File: src/design/reg_io_pkg.sv
//*********************************************************************
// Shared types and constants for the AXI-Lite register I/O block.
//*********************************************************************
package reg_io_pkg;

  //*******************************************************************
  // Bus widths
  //*******************************************************************

  // Byte address as seen on the AXI-Lite port.
  typedef logic [31:0] axi_addr_t;

  // One register word, also the bus data width.
  typedef logic [31:0] reg_word_t;

  // One enable per data byte.
  typedef logic [3:0] byte_strb_t;

  // AXI response code.
  typedef logic [1:0] axi_resp_t;

  // Response codes used by this slave.
  // EXOKAY is never returned.
  localparam axi_resp_t RESP_OKAY   = 2'b00;
  localparam axi_resp_t RESP_SLVERR = 2'b10;
  localparam axi_resp_t RESP_DECERR = 2'b11;

  //*******************************************************************
  // Register map
  //*******************************************************************

  // Read/write words come first, then write-only, then read-only.
  localparam int NUM_RW_REGS = 2;
  localparam int NUM_WO_REGS = 2;
  localparam int NUM_RO_REGS = 4;

  // Register groups as flat packed arrays.
  // Element 0 sits in the low word.
  typedef reg_word_t [NUM_RW_REGS-1:0] rw_bank_t;
  typedef reg_word_t [NUM_WO_REGS-1:0] wo_bank_t;
  typedef reg_word_t [NUM_RO_REGS-1:0] ro_bank_t;

  //*******************************************************************
  // Channel payloads
  //*******************************************************************

  // One joined write, address plus data plus byte enables.
  typedef struct packed {
    axi_addr_t  addr;
    reg_word_t  data;
    byte_strb_t strb;
  } wr_req_t;

  // Read answer from the bank.
  typedef struct packed {
    reg_word_t data;
    axi_resp_t resp;
  } rd_rsp_t;

endpackage

File: src/design/axil_read_channel.sv
//*********************************************************************
// AXI-Lite read channel with AR handshake and held R response.
//*********************************************************************
`timescale 1ns/10ps

module axil_read_channel (
  input  logic                  s_axi_aclk,
  input  logic                  rst_n,
  // AR channel.
  input  reg_io_pkg::axi_addr_t s_axi_araddr,
  input  logic                  s_axi_arvalid,
  output logic                  s_axi_arready,
  // R channel.
  input  logic                  s_axi_rready,
  output logic                  s_axi_rvalid,
  output reg_io_pkg::reg_word_t s_axi_rdata,
  output reg_io_pkg::axi_resp_t s_axi_rresp,
  // Toward the register bank.
  output reg_io_pkg::axi_addr_t rd_addr,
  input  reg_io_pkg::rd_rsp_t   rd_rsp
);

  typedef enum logic [1:0] {
    RD_IDLE,
    RD_ACCEPT,
    RD_RESPOND
  } rd_state_t;

  rd_state_t state_q;
  rd_state_t state_d;

  //*******************************************************************
  // State machine
  //*******************************************************************

  always_comb begin
    state_d = state_q;
    case (state_q)
      RD_IDLE: begin
        if (s_axi_arvalid) begin
          state_d = RD_ACCEPT;
        end
      end
      RD_ACCEPT: begin
        state_d = RD_RESPOND;
      end
      // No new address until the data is taken.
      RD_RESPOND: begin
        if (s_axi_rready) begin
          state_d = RD_IDLE;
        end
      end
      default: begin
        state_d = RD_IDLE;
      end
    endcase
  end

  always_ff @(posedge s_axi_aclk or negedge rst_n) begin
    if (!rst_n) begin
      state_q <= RD_IDLE;
    end else begin
      state_q <= state_d;
    end
  end

  //*******************************************************************
  // Data path
  //*******************************************************************

  // Master holds araddr through accept, so the bank sees it directly.
  assign rd_addr = s_axi_araddr;

  // Answer is frozen on the accept edge and held under back-pressure.
  always_ff @(posedge s_axi_aclk) begin
    if (state_q == RD_ACCEPT) begin
      s_axi_rdata <= rd_rsp.data;
    end
  end

  always_ff @(posedge s_axi_aclk or negedge rst_n) begin
    if (!rst_n) begin
      s_axi_rresp <= reg_io_pkg::RESP_OKAY;
    end else if (state_q == RD_ACCEPT) begin
      s_axi_rresp <= rd_rsp.resp;
    end
  end

  assign s_axi_arready = (state_q == RD_ACCEPT);
  assign s_axi_rvalid  = (state_q == RD_RESPOND);

endmodule

File: src/design/axil_write_channel.sv
//*********************************************************************
// AXI-Lite write channel.
// Joins AW and W into one write strobe and returns the B response.
//*********************************************************************
`timescale 1ns/10ps

module axil_write_channel (
  input  logic                  s_axi_aclk,
  input  logic                  rst_n,
  // AW channel.
  input  reg_io_pkg::axi_addr_t s_axi_awaddr,
  input  logic                  s_axi_awvalid,
  output logic                  s_axi_awready,
  // W channel.
  input  reg_io_pkg::reg_word_t  s_axi_wdata,
  input  reg_io_pkg::byte_strb_t s_axi_wstrb,
  input  logic                   s_axi_wvalid,
  output logic                   s_axi_wready,
  // B channel.
  input  logic                  s_axi_bready,
  output logic                  s_axi_bvalid,
  output reg_io_pkg::axi_resp_t s_axi_bresp,
  // Toward the register bank.
  output logic                  wr_en,
  output reg_io_pkg::wr_req_t   wr_req,
  input  reg_io_pkg::axi_resp_t wr_resp
);

  // Idle waits for both request channels.
  // Accept is the single handshake cycle.
  // Respond holds B until the master takes it.
  typedef enum logic [1:0] {
    WR_IDLE,
    WR_ACCEPT,
    WR_RESPOND
  } wr_state_t;

  wr_state_t state_q;
  wr_state_t state_d;

  // Both halves of the write are present.
  logic req_seen;

  assign req_seen = s_axi_awvalid && s_axi_wvalid;

  //*******************************************************************
  // State machine
  //*******************************************************************

  always_comb begin
    state_d = state_q;
    case (state_q)
      WR_IDLE: begin
        if (req_seen) begin
          state_d = WR_ACCEPT;
        end
      end
      // Accept always lasts exactly one cycle.
      WR_ACCEPT: begin
        state_d = WR_RESPOND;
      end
      WR_RESPOND: begin
        if (s_axi_bready) begin
          state_d = WR_IDLE;
        end
      end
      default: begin
        state_d = WR_IDLE;
      end
    endcase
  end

  always_ff @(posedge s_axi_aclk or negedge rst_n) begin
    if (!rst_n) begin
      state_q <= WR_IDLE;
    end else begin
      state_q <= state_d;
    end
  end

  //*******************************************************************
  // Request capture and response
  //*******************************************************************

  // Master holds AW and W stable until the handshake.
  // So the capture made in idle is still valid during accept.
  always_ff @(posedge s_axi_aclk) begin
    if (state_q == WR_IDLE && req_seen) begin
      wr_req.addr <= s_axi_awaddr;
      wr_req.data <= s_axi_wdata;
      wr_req.strb <= s_axi_wstrb;
    end
  end

  // Bank answers during the accept cycle.
  always_ff @(posedge s_axi_aclk or negedge rst_n) begin
    if (!rst_n) begin
      s_axi_bresp <= reg_io_pkg::RESP_OKAY;
    end else if (state_q == WR_ACCEPT) begin
      s_axi_bresp <= wr_resp;
    end
  end

  // Both readies and the bank strobe share the accept cycle.
  assign s_axi_awready = (state_q == WR_ACCEPT);
  assign s_axi_wready  = (state_q == WR_ACCEPT);
  assign wr_en         = (state_q == WR_ACCEPT);
  assign s_axi_bvalid  = (state_q == WR_RESPOND);

endmodule

File: src/design/reg_bank.sv
//*********************************************************************
// Register bank with address decode, byte merge and response choice.
//*********************************************************************
`timescale 1ns/10ps

module reg_bank #(
  parameter bit                    USE_WSTRB = 1'b0,
  parameter reg_io_pkg::axi_addr_t BASEADDR  = 32'hFFFF_FFFF,
  parameter reg_io_pkg::axi_addr_t HIGHADDR  = 32'h0000_0000
) (
  input  logic                  s_axi_aclk,
  input  logic                  rst_n,
  // Write side.
  input  logic                  wr_en,
  input  reg_io_pkg::wr_req_t   wr_req,
  output reg_io_pkg::axi_resp_t wr_resp,
  // Read side.
  input  reg_io_pkg::axi_addr_t rd_addr,
  output reg_io_pkg::rd_rsp_t   rd_rsp,
  // Register contents.
  output reg_io_pkg::rw_bank_t  rw_regs,
  output reg_io_pkg::wo_bank_t  wo_regs,
  input  reg_io_pkg::ro_bank_t  ro_regs
);

  // First word index of each group.
  localparam int WO_FIRST = reg_io_pkg::NUM_RW_REGS;
  localparam int RO_FIRST = WO_FIRST + reg_io_pkg::NUM_WO_REGS;
  localparam int NUM_REGS = RO_FIRST + reg_io_pkg::NUM_RO_REGS;
  localparam int IDX_W    = $clog2(NUM_REGS);

  typedef logic [IDX_W-1:0] reg_idx_t;

  // Decoded address.
  typedef struct packed {
    logic     hit;
    reg_idx_t idx;
  } reg_sel_t;

  reg_sel_t wr_sel;
  reg_sel_t rd_sel;

  //*******************************************************************
  // Helpers
  //*******************************************************************

  // Word index is the byte offset from BASEADDR over four.
  // Anything outside the window, or past the last word, is a miss.
  function automatic reg_sel_t decode(reg_io_pkg::axi_addr_t addr);
    reg_io_pkg::axi_addr_t offset;
    reg_sel_t              sel;
    offset  = addr - BASEADDR;
    sel.hit = (addr >= BASEADDR) && (addr <= HIGHADDR) && ((offset >> 2) < NUM_REGS);
    sel.idx = offset[IDX_W+1:2];
    return sel;
  endfunction

  // Byte merge under the strobe.
  // Full word replace when strobes are not used.
  function automatic reg_io_pkg::reg_word_t merge(reg_io_pkg::reg_word_t  old_word,
                                                  reg_io_pkg::reg_word_t  new_word,
                                                  reg_io_pkg::byte_strb_t strb);
    reg_io_pkg::reg_word_t result;
    result = old_word;
    for (int b = 0; b < $bits(reg_io_pkg::byte_strb_t); b++) begin
      if (!USE_WSTRB || strb[b]) begin
        result[8*b +: 8] = new_word[8*b +: 8];
      end
    end
    return result;
  endfunction

  assign wr_sel = decode(wr_req.addr);
  assign rd_sel = decode(rd_addr);

  //*******************************************************************
  // Storage
  //*******************************************************************

  // Read-only indices fall through both loops and change nothing.
  always_ff @(posedge s_axi_aclk or negedge rst_n) begin
    if (!rst_n) begin
      rw_regs <= '0;
      wo_regs <= '0;
    end else if (wr_en && wr_sel.hit) begin
      for (int i = 0; i < reg_io_pkg::NUM_RW_REGS; i++) begin
        if (wr_sel.idx == i) begin
          rw_regs[i] <= merge(rw_regs[i], wr_req.data, wr_req.strb);
        end
      end
      for (int i = 0; i < reg_io_pkg::NUM_WO_REGS; i++) begin
        if (wr_sel.idx == WO_FIRST + i) begin
          wo_regs[i] <= merge(wo_regs[i], wr_req.data, wr_req.strb);
        end
      end
    end
  end

  //*******************************************************************
  // Responses
  //*******************************************************************

  always_comb begin
    if (!wr_sel.hit) begin
      wr_resp = reg_io_pkg::RESP_DECERR;
    end else if (wr_sel.idx >= RO_FIRST) begin
      wr_resp = reg_io_pkg::RESP_SLVERR;
    end else begin
      wr_resp = reg_io_pkg::RESP_OKAY;
    end
  end

  // Write-only words read back as zero with OKAY.
  always_comb begin
    rd_rsp.data = '0;
    rd_rsp.resp = reg_io_pkg::RESP_OKAY;
    if (!rd_sel.hit) begin
      rd_rsp.resp = reg_io_pkg::RESP_DECERR;
    end else begin
      for (int i = 0; i < reg_io_pkg::NUM_RW_REGS; i++) begin
        if (rd_sel.idx == i) begin
          rd_rsp.data = rw_regs[i];
        end
      end
      for (int i = 0; i < reg_io_pkg::NUM_RO_REGS; i++) begin
        if (rd_sel.idx == RO_FIRST + i) begin
          rd_rsp.data = ro_regs[i];
        end
      end
    end
  end

endmodule

File: src/design/reg_io_top.sv
//*********************************************************************
// Register I/O top with AXI-Lite slave and read-only loopback.
//*********************************************************************
`timescale 1ns/10ps

module reg_io_top #(
  parameter bit                    USE_WSTRB = 1'b0,
  parameter reg_io_pkg::axi_addr_t BASEADDR  = 32'hFFFF_FFFF,
  parameter reg_io_pkg::axi_addr_t HIGHADDR  = 32'h0000_0000
) (
  input  logic                   s_axi_aclk,
  input  logic                   rst_n,
  // Write address and data.
  input  reg_io_pkg::axi_addr_t  s_axi_awaddr,
  input  logic                   s_axi_awvalid,
  output logic                   s_axi_awready,
  input  reg_io_pkg::reg_word_t  s_axi_wdata,
  input  reg_io_pkg::byte_strb_t s_axi_wstrb,
  input  logic                   s_axi_wvalid,
  output logic                   s_axi_wready,
  // Write response.
  input  logic                   s_axi_bready,
  output logic                   s_axi_bvalid,
  output reg_io_pkg::axi_resp_t  s_axi_bresp,
  // Read address and data.
  input  reg_io_pkg::axi_addr_t  s_axi_araddr,
  input  logic                   s_axi_arvalid,
  output logic                   s_axi_arready,
  input  logic                   s_axi_rready,
  output logic                   s_axi_rvalid,
  output reg_io_pkg::reg_word_t  s_axi_rdata,
  output reg_io_pkg::axi_resp_t  s_axi_rresp
);

  // Channel to bank links.
  logic                  wr_en;
  reg_io_pkg::wr_req_t   wr_req;
  reg_io_pkg::axi_resp_t wr_resp;
  reg_io_pkg::axi_addr_t rd_addr;
  reg_io_pkg::rd_rsp_t   rd_rsp;

  // Register contents.
  reg_io_pkg::rw_bank_t rw_regs;
  reg_io_pkg::wo_bank_t wo_regs;
  reg_io_pkg::ro_bank_t ro_regs;

  axil_write_channel u_write (
    .s_axi_aclk    (s_axi_aclk),
    .rst_n         (rst_n),
    .s_axi_awaddr  (s_axi_awaddr),
    .s_axi_awvalid (s_axi_awvalid),
    .s_axi_awready (s_axi_awready),
    .s_axi_wdata   (s_axi_wdata),
    .s_axi_wstrb   (s_axi_wstrb),
    .s_axi_wvalid  (s_axi_wvalid),
    .s_axi_wready  (s_axi_wready),
    .s_axi_bready  (s_axi_bready),
    .s_axi_bvalid  (s_axi_bvalid),
    .s_axi_bresp   (s_axi_bresp),
    .wr_en         (wr_en),
    .wr_req        (wr_req),
    .wr_resp       (wr_resp)
  );

  reg_bank #(
    .USE_WSTRB (USE_WSTRB),
    .BASEADDR  (BASEADDR),
    .HIGHADDR  (HIGHADDR)
  ) u_bank (
    .s_axi_aclk (s_axi_aclk),
    .rst_n      (rst_n),
    .wr_en      (wr_en),
    .wr_req     (wr_req),
    .wr_resp    (wr_resp),
    .rd_addr    (rd_addr),
    .rd_rsp     (rd_rsp),
    .rw_regs    (rw_regs),
    .wo_regs    (wo_regs),
    .ro_regs    (ro_regs)
  );

  axil_read_channel u_read (
    .s_axi_aclk    (s_axi_aclk),
    .rst_n         (rst_n),
    .s_axi_araddr  (s_axi_araddr),
    .s_axi_arvalid (s_axi_arvalid),
    .s_axi_arready (s_axi_arready),
    .s_axi_rready  (s_axi_rready),
    .s_axi_rvalid  (s_axi_rvalid),
    .s_axi_rdata   (s_axi_rdata),
    .s_axi_rresp   (s_axi_rresp),
    .rd_addr       (rd_addr),
    .rd_rsp        (rd_rsp)
  );

  // Read-only words mirror the writable ones.
  // Words 4 and 5 show rw 0 and 1, words 6 and 7 show wo 0 and 1.
  assign ro_regs = {wo_regs, rw_regs};

endmodule

File: config.mk
export PLATFORM = sky130hd
export DESIGN_NAME = reg_io_top
export DESIGN_NICKNAME = d
export VERILOG_FILES = /design/src/design/reg_io_pkg.sv /design/src/design/axil_read_channel.sv /design/src/design/axil_write_channel.sv /design/src/design/reg_bank.sv /design/src/design/reg_io_top.sv
export SDC_FILE = /design/constraint.sdc
export NUM_CORES = 1
export LEC_CHECK = 0
export ABC_AREA = 0
export BUFFER_PORTS_ARGS = -buffer_cell sky130_fd_sc_hd__buf_2
export CAP_MARGIN = 5
export CORE_ASPECT_RATIO = 1.4
export CORE_MARGIN = 4
export CORE_UTILIZATION = 26
export DETAILED_ROUTE_END_ITERATION = 8
export PLACE_DENSITY = 0.62
export SLEW_MARGIN = 40
export SYNTH_ARGS = -nofsm -noshare
export SYNTH_HDL_FRONTEND = slang
export SYNTH_SLANG_ARGS = --single-unit
File: constraint.sdc
create_clock -name s_axi_aclk -period 2.1 [get_ports s_axi_aclk]
set_input_delay 0.42 -clock s_axi_aclk [delete_from_list [all_inputs] [get_ports s_axi_aclk]]
set_output_delay 0.42 -clock s_axi_aclk [all_outputs]
set_load 0.01 [all_outputs]
==> impl_metrics.ini, run 1 <==
[timing]
setup_tns_ns = 0
final_hold_viol_count = 0
setup_viol = 0
rsz0062_at_grt = false
period_share = 0.862
period_needed_ns = 1.81
timing.fmax_ghz = 0.553
finalClockSkew_ns = 0.00530
slew_violations = 0
layout_setup_ws_ns = 0.290

[pwr]
p_leak_nw = 0.772
powerDensity_nw_per_um2 = 1080
ir_drop_mv = 0.454
power.total_mw = 1.90

[grt]
met3_usage = 0.0337
grt_busiest_layer = met2
grt-ovfl-total = 0
grt_max_degree = 17
gr-usage-met2 = 0.132
grt_pass1_vias = 708
antenna_found_initial = 0
grt_use_total = 0.0716
use_met1 = 0.0583
grt_pass1_wl_um = 3050

[critical_path]
crit_path_start_kind = register
path_buf_inv = 2
slowest_delay_ns = 0.39
cp_cell_sequence = nand2b_1 -> inv_1 -> buf_2
r2r_slack_ns = 0.59
crit_fanout = 10
worstSetupPathType = register to primary output
critPathSlowestCell = dfrtp_1
cp.arrival_ns = 1.39
cp-end-kind = primary output
crit_family = buffers and inverters
required_ns = 1.68

[finish]
register_area_um2 = 1140
layout_common_cells = buf_2 (47), edfxtp_1 (32), conb_1 (32), dfrtp_1 (7), nand2b_1 (6)
antennaDiodeCount = 0
filler_cell_count = 484
final_cells = 207
finalInstanceArea_um2 = 1770
nets = 251
syn_to_final_growth_pct = 41.7
multi_input_comb_area_um2 = 196
drive_above_1_share = 0.393
final_common_cell = buf_2

[placement]
place_ws_ns = 0.569
dp_hpwl_um = 1530
port_buffers = 47
place_area_um2 = 1680
placedCellCount = 198
place_congestion = 0.657

[clock_network]
clk_latency_ns = 0.28
cts-htree-levels = 2
post-cts-setup-buffers = 0
cts_buffers = 5
cts_buffer_depth = 2
cts.repair.resized = 0
root_buffer = clkbuf_8
cts_tree = yes
path_clk_slew_ns = 0.07
cts.sinks = 39

[yosys]
synth_top_area_frac = 0.771
synth_area_leaders = edfxtp_1 (77%), dfrtp_1 (14%), nand2b_1 (3.0%), buf_4 (1.2%), inv_1 (0.90%)
synth_cell_type_count = 13
syn-cell-area_um2 = 1250
ys_ff_latch = 39
yosysSeqAreaShare = 0.912
avgSynthCellArea_um2 = 21.5
postSynthCellCount = 58
synth_top_cell_by_area = edfxtp_1
yosysWarnings = 0

[routing]
drt_iter0_drc = 8
wire_per_inst_um = 9.61
via_count = 715
drc = 0
wl_um = 1990
ant_nets = 0
drt_pass1_iterations = 2
vias_per_cell = 3.45

[die]
core_area_um2 = 4570
io_pins = 148
die_h_um = 89.9
dieArea_um2 = 5980
initial_utilization = 0.273
die_x_um = 66.5
rows = 29

[run]
cap_violations = 0

[worst_hold_path]
hold_path.class = primary input to register

[status]
status = finished clean
-- worst paths after layout --
check | startpoint | endpoint | depth (start not counted)
setup / recovery | u_read.state_q[1] | s_axi_arready | 3
max in group asynchronous | rst_n | u_read.s_axi_rresp[0] | 2
min in group asynchronous | rst_n | u_write.s_axi_bresp[1] | 2
setup reg to reg | u_read.state_q[1] | u_read.s_axi_rdata[2] | 3
hold reg to reg | u_read.state_q[1] | u_read.state_q[0] | 1
hold / removal | s_axi_rready | u_read.state_q[1] | 2
-- cell families after synthesis --
group,after synthesis,share of synthesized area
AOI/OAI and AO/OA,2,0.0110
buffers and inverters,6,0.0241
DFF,39,0.912
other,1,0.00301
and+or+nand+nor,10,0.0502
-- stage by stage --
stage           util  hold slack [ns]
2_1_floorplan      -            0.124
3_3_place_gp   0.366            0.251
3_5_place_dp   0.366            0.260
4_1_cts        0.386            0.299
5_1_grt        0.386            0.302
6_report       0.386            0.310
-- worst register-to-register path, delay by kind of cell (launching register included) --
| kind | cells | cell delay [ns] |
|---|---|---|
| buffers and inverters | 2 | 0.64 |
| and+or+nand+nor | 1 | 0.18 |
| DFF | 1 | 0.39 |
-- layout make-up --
| class | count | share of cell area |
|---|---|---|
| Clock buffer | 6 | 0.0411 |
| Clock inverter | 2 | 0.00425 |
| Inverter | 4 | 0.00850 |
| Multi-Input combinational cell | 44 | 0.111 |
| Sequential cell | 39 | 0.644 |
| Tap cell | 62 | 0.0439 |
| Timing Repair Buffer | 50 | 0.147 |
-- registers in the layout, summed over array words and instances (netlist names) --
signal / cells
u_read.s_axi_rresp: 1
u_write.s_axi_bresp: 2
u_read.state_q: 2
u_write.state_q: 2
u_read.s_axi_rdata: 32
-- power by group --
part           internal (mW)  leakage (nW)  total, mW  switching, mW
Combinational          0.134         0.356      0.375          0.241
Clock                  0.226        0.0403      0.452          0.226
Sequential              1.03         0.376       1.07         0.0404
-- repair_timing --
action | in CTS | in global routing
hold endpoints to repair | 7 | 0
endpoints found under the setup margin | 0 | 0
hold buffers | 1 | 0
-- cell usage after synthesis --
cell / instances
dfrtp_1: 7
nand2b_1: 6
inv_2: 1
conb_1: 1
nor3_1: 1
inv_1: 3
o21ai_2: 1
edfxtp_1: 32
nand2b_2: 1
nand2_1: 1
buf_4: 2
o21ai_1: 1
nor3b_1: 1
-- per-layer routing --
layer,vias up,wire length (um)
met5,-,0
met4,0,31
met3,5,220
met2,40,1120
met1,328,622
li1,342,-
No activity file was read; power rests on OpenSTA's default activity.
==> run 2, diff against run 1 <==
Settings changed: CELL_PAD_IN_SITES_DETAIL_PLACEMENT from default to 0, CELL_PAD_IN_SITES_GLOBAL_PLACEMENT from default to 1, CORE_UTILIZATION 26 to 18, PLACE_DENSITY 0.62 to 0.61.
==> run 2 against run 1 <==
  * Sequential share of layout area is 1.3 points lower
  * Critical path depth increased by 1
  * Worst hold slack worse by 0.0055 ns
  * Total power increased by 0.43%
  * Register-to-register slack gained 0.25 ns
  * Largest cell class unchanged
==> impl_metrics.ini, run 2 (synthesis results as in run 1) <==
[grt]
antenna_found_initial = 0
grt_pass1_vias = 653
grt_max_degree = 22
grt-ovfl-total = 0
grt_pass1_wl_um = 3130
grt_use_total = 0.0519

[finish]
largest_reg_flops = 32
syn_to_final_growth_pct = 44.7
layout_common_cells = buf_2 (47), edfxtp_1 (32), conb_1 (32), dfrtp_1 (7), nand2b_1 (6)
drive_above_1_share = 0.393
multi_input_comb_area_um2 = 196
final_common_cell = buf_2
filler_cell_count = 714
register_area_um2 = 1140
antennaDiodeCount = 0
nets = 251
top_register = u_read.s_axi_rdata

[routing]
drc = 0
wire_per_inst_um = 8.14
via_count = 671
drt_iter0_drc = 14
wl_um = 1930
vias_per_cell = 2.83
ant_nets = 0
drt_pass1_iterations = 4

[pwr]
p_comb_frac = 0.198
ir_drop_mv = 0.274
p_clk_frac = 0.242
p_leak_nw = 0.772
p_int_mw = 1.40
switchingPower_mw = 0.515
powerDensity_nw_per_um2 = 1060
p_seq_frac = 0.560
swShare = 0.270

[die]
dieArea_um2 = 8340
io_pins = 148
core_area_um2 = 6660
initial_utilization = 0.187
die_h_um = 106
die_x_um = 78.3
rows = 35

[clock_network]
clk_latency_ns = 0.28
root_buffer = clkbuf_8
post-cts-setup-buffers = 0
cts_tree = yes
cts-htree-levels = 2
cts_buffers = 5
cts_buffer_depth = 2
path_clk_slew_ns = 0.07
cts.sinks = 39

[placement]
dp_hpwl_um = 1450
place_congestion = 0.590
port_buffers = 47

[worst_hold_path]
hold_path.class = primary input to register
min_from = s_axi_bready

[critical_path]
required_ns = 1.68
r2r_slack_ns = 0.84
cp-startpoint = u_read.state_q[1]
worstSetupPathType = register to primary output
cp.arrival_ns = 1.31
crit_path_start_kind = register
crit_fanout = 12
cp-end-kind = primary output
r2r_start = u_read.state_q[1]

[status]
status = finished clean

[timing]
final_hold_viol_count = 0
setup_tns_ns = 0
hold_slack_ns = 0.305
slew_violations = 0
timing.fmax_ghz = 0.579
setup_viol = 0
rsz0062_at_grt = false
period_needed_ns = 1.73
finalClockSkew_ns = 0.00841
period_share = 0.822

[run]
cap_violations = 0
## run 2: worst max-delay path, stage by stage, from the launching register on
cell and delay, ns:
dfrtp_1 0.39, nand2b_1 0.18, inv_1 0.08, buf_4 0.21, buf_2 0.16
## run 2: metal layers
layer	routed length (um)	vias up	global-route usage
met5	0	-	0
met2	1070	33	0.0987
li1	-	345	-
met1	659	288	0.0418
met3	151	5	0.0246
met4	45	0	0.0300
## run 2: path summary, 6_finish.rpt
path                                                to  cells past startpoint
worst max-delay path                     s_axi_arready                      4
worst max register to register   u_read.s_axi_rdata[5]                      3
max in group asynchronous        u_read.s_axi_rresp[0]                      2
min in group asynchronous       u_write.s_axi_bresp[0]                      2
worst min-delay path                u_write.state_q[1]                      2
worst min register to register      u_write.state_q[0]                      1
## run 2: layout make-up
cell class              count  area share
flip-flops and latches     39       0.630
clock buffers               6      0.0402
clock inverters             2     0.00416
multi-input cells          44       0.109
repair buffers             50       0.144
inverters                   4     0.00833
well taps                  92      0.0638
## run 2: stage by stage
step                 util  setup slack, ns  cell area, um2  instances  total power [mW]
floorplan               -            0.449            1360         89              1.29
global placement    0.257            0.674            1710        228              1.47
detailed placement  0.257            0.653            1710        228              1.48
CTS                 0.271            0.327            1800        237              1.96
global route        0.271            0.225            1800        237              2.04
finish              0.271            0.373            1800        237              1.91
## run 2: repair_timing
action,4_1_cts,5_1_grt
hold endpoints to repair,7,0
resized for setup,0,0
hold buffers,1,0
endpoints found under the setup margin,0,0
## run 2: power groups by stage
stage	registers [mW]	logic, mW	clock network, mW
after global placement	1.08	0.389	0
after detailed placement	1.09	0.391	0
final	1.07	0.379	0.462
after floorplan	1.17	0.119	0
after global routing	1.09	0.427	0.527
after CTS	1.07	0.393	0.499
==> run 3, diff against run 2 <==
Clock period 2.1 ns to 1.7 ns, I/O delays scaled along.
==> run 3 against run 2 <==
  * Largest power group unchanged
  * Total power grew 25%
  * Sequential share of layout area decreased by 0.43 points
  * Via count shrank 0.30%
  * Largest cell class unchanged
  * Critical endpoint unchanged
==> impl_metrics.ini, run 3 (synthesis results as in run 1) <==
[timing]
slew_violations = 0
timing.fmax_ghz = 0.659
setup_tns_ns = 0
period_share = 0.893
rsz0062_at_grt = false
finalClockSkew_ns = 0.00627
final_hold_viol_count = 0
period_needed_ns = 1.52
setup_viol = 0

[clock_network]
cts-htree-levels = 2
path_clk_slew_ns = 0.07
root_buffer = clkbuf_8
cts_buffers = 5
clk_latency_ns = 0.28
cts.sinks = 39
cts_tree = yes
cts_buffer_depth = 2

[finish]
filler_cell_count = 711
drive_above_1_share = 0.393
antennaDiodeCount = 0
layout_common_cells = buf_2 (47), edfxtp_1 (32), conb_1 (32), dfrtp_1 (7), nand2b_1 (6)
syn_to_final_growth_pct = 45.7
finalInstanceArea_um2 = 1820
register_area_um2 = 1140
multi_input_comb_area_um2 = 196
top_register = u_read.s_axi_rdata
nets = 251
final_common_cell = buf_2
largest_reg_flops = 32

[routing]
wire_per_inst_um = 7.96
ant_nets = 0
drc = 0
drt_pass1_iterations = 2
vias_per_cell = 2.82
via_count = 669
drt_iter0_drc = 12
wl_um = 1890

[grt]
grt_use_total = 0.0485
grt-ovfl-total = 0
grt_max_degree = 22
grt_pass1_vias = 645
grt_pass1_wl_um = 2910
antenna_found_initial = 0

[run]
cap_violations = 0

[critical_path]
worstSetupPathType = register to primary output
cp.arrival_ns = 1.18
cp-end-kind = primary output
required_ns = 1.36
crit_path_start_kind = register
crit_fanout = 3

[die]
die_x_um = 78.3
core_area_um2 = 6660
initial_utilization = 0.187
rows = 35
die_h_um = 106
dieArea_um2 = 8340
io_pins = 148

[placement]
port_buffers = 47
dp_hpwl_um = 1420
place_area_um2 = 1730
place_congestion = 0.596

[worst_hold_path]
hold_path.class = primary input to register

[pwr]
p_leak_nw = 0.774
powerDensity_nw_per_um2 = 1310
ir_drop_mv = 0.342

[status]
status = finished clean
run 3: cell types whose count changed in the layout (fill, tap and decap cells not counted):
| cell | before | now |
|---|---|---|
| buf_4 | 2 | 1 |
| buf_12 | 0 | 1 |
| clkbuf_1 | 1 | 3 |
| clkinv_1 | 2 | 0 |
run 3: where the power goes:
part | leakage [nW] | switching (mW) | total (mW) | internal, mW
sequential | 0.376 | 0.0430 | 1.32 | 1.28
combinational | 0.359 | 0.301 | 0.489 | 0.189
clock | 0.0395 | 0.286 | 0.578 | 0.291
total | 0.774 | 0.630 | 2.39 | 1.76
run 3: final cells by class:
type,instances,share of cell area
clock buffers,8,0.0441
inverters,4,0.00827
multi-input cells,44,0.108
flip-flops and latches,39,0.626
well taps,92,0.0634
repair buffers,50,0.150
run 3: path summary, 6_finish.rpt:
path	startpoint	to	slack, ns	cells past startpoint
setup / recovery	u_read.state_q[1]	s_axi_arready	0.18	3
hold / removal	s_axi_bready	u_write.state_q[1]	0.23	2
setup reg to reg	u_read.state_q[1]	u_read.s_axi_rdata[18]	0.44	3
hold reg to reg	u_write.state_q[1]	u_write.state_q[0]	0.44	1
max in group asynchronous	rst_n	u_read.state_q[1]	1.12	2
min in group asynchronous	rst_n	u_write.state_q[1]	0.43	2
run 3: metal layers:
layer,vias up,track usage,wire length [um]
met5,-,0,0
met2,32,0.0901,1060
met3,2,0.0237,123
met1,289,0.0397,690
li1,346,-,-
met4,0,0.0300,16
run 3: what timing repair did:
item                                   4_1_cts  5_1_grt
resized for setup                            0        0
setup buffers                                0        0
hold buffers                                 1        0
endpoints found under the hold margin        7        0
run 3: per-stage QoR:
stage	power, mW	setup slack (ns)	hold WS, ns	std cells	util
2_1_floorplan	1.59	0.0796	0.0444	89	-
4_1_cts	2.46	0.126	0.214	237	0.273
3_5_place_dp	1.85	0.409	0.182	228	0.259
5_1_grt	2.54	0.0615	0.218	237	0.273
6_report	2.39	0.182	0.230	237	0.273
3_3_place_gp	1.84	0.422	0.184	228	0.259
run 3: critical path, stage by stage (launching register included):
cell	delay [ns]
dfrtp_1	0.39
nand2b_1	0.18
inv_1	0.17
buf_2	0.17
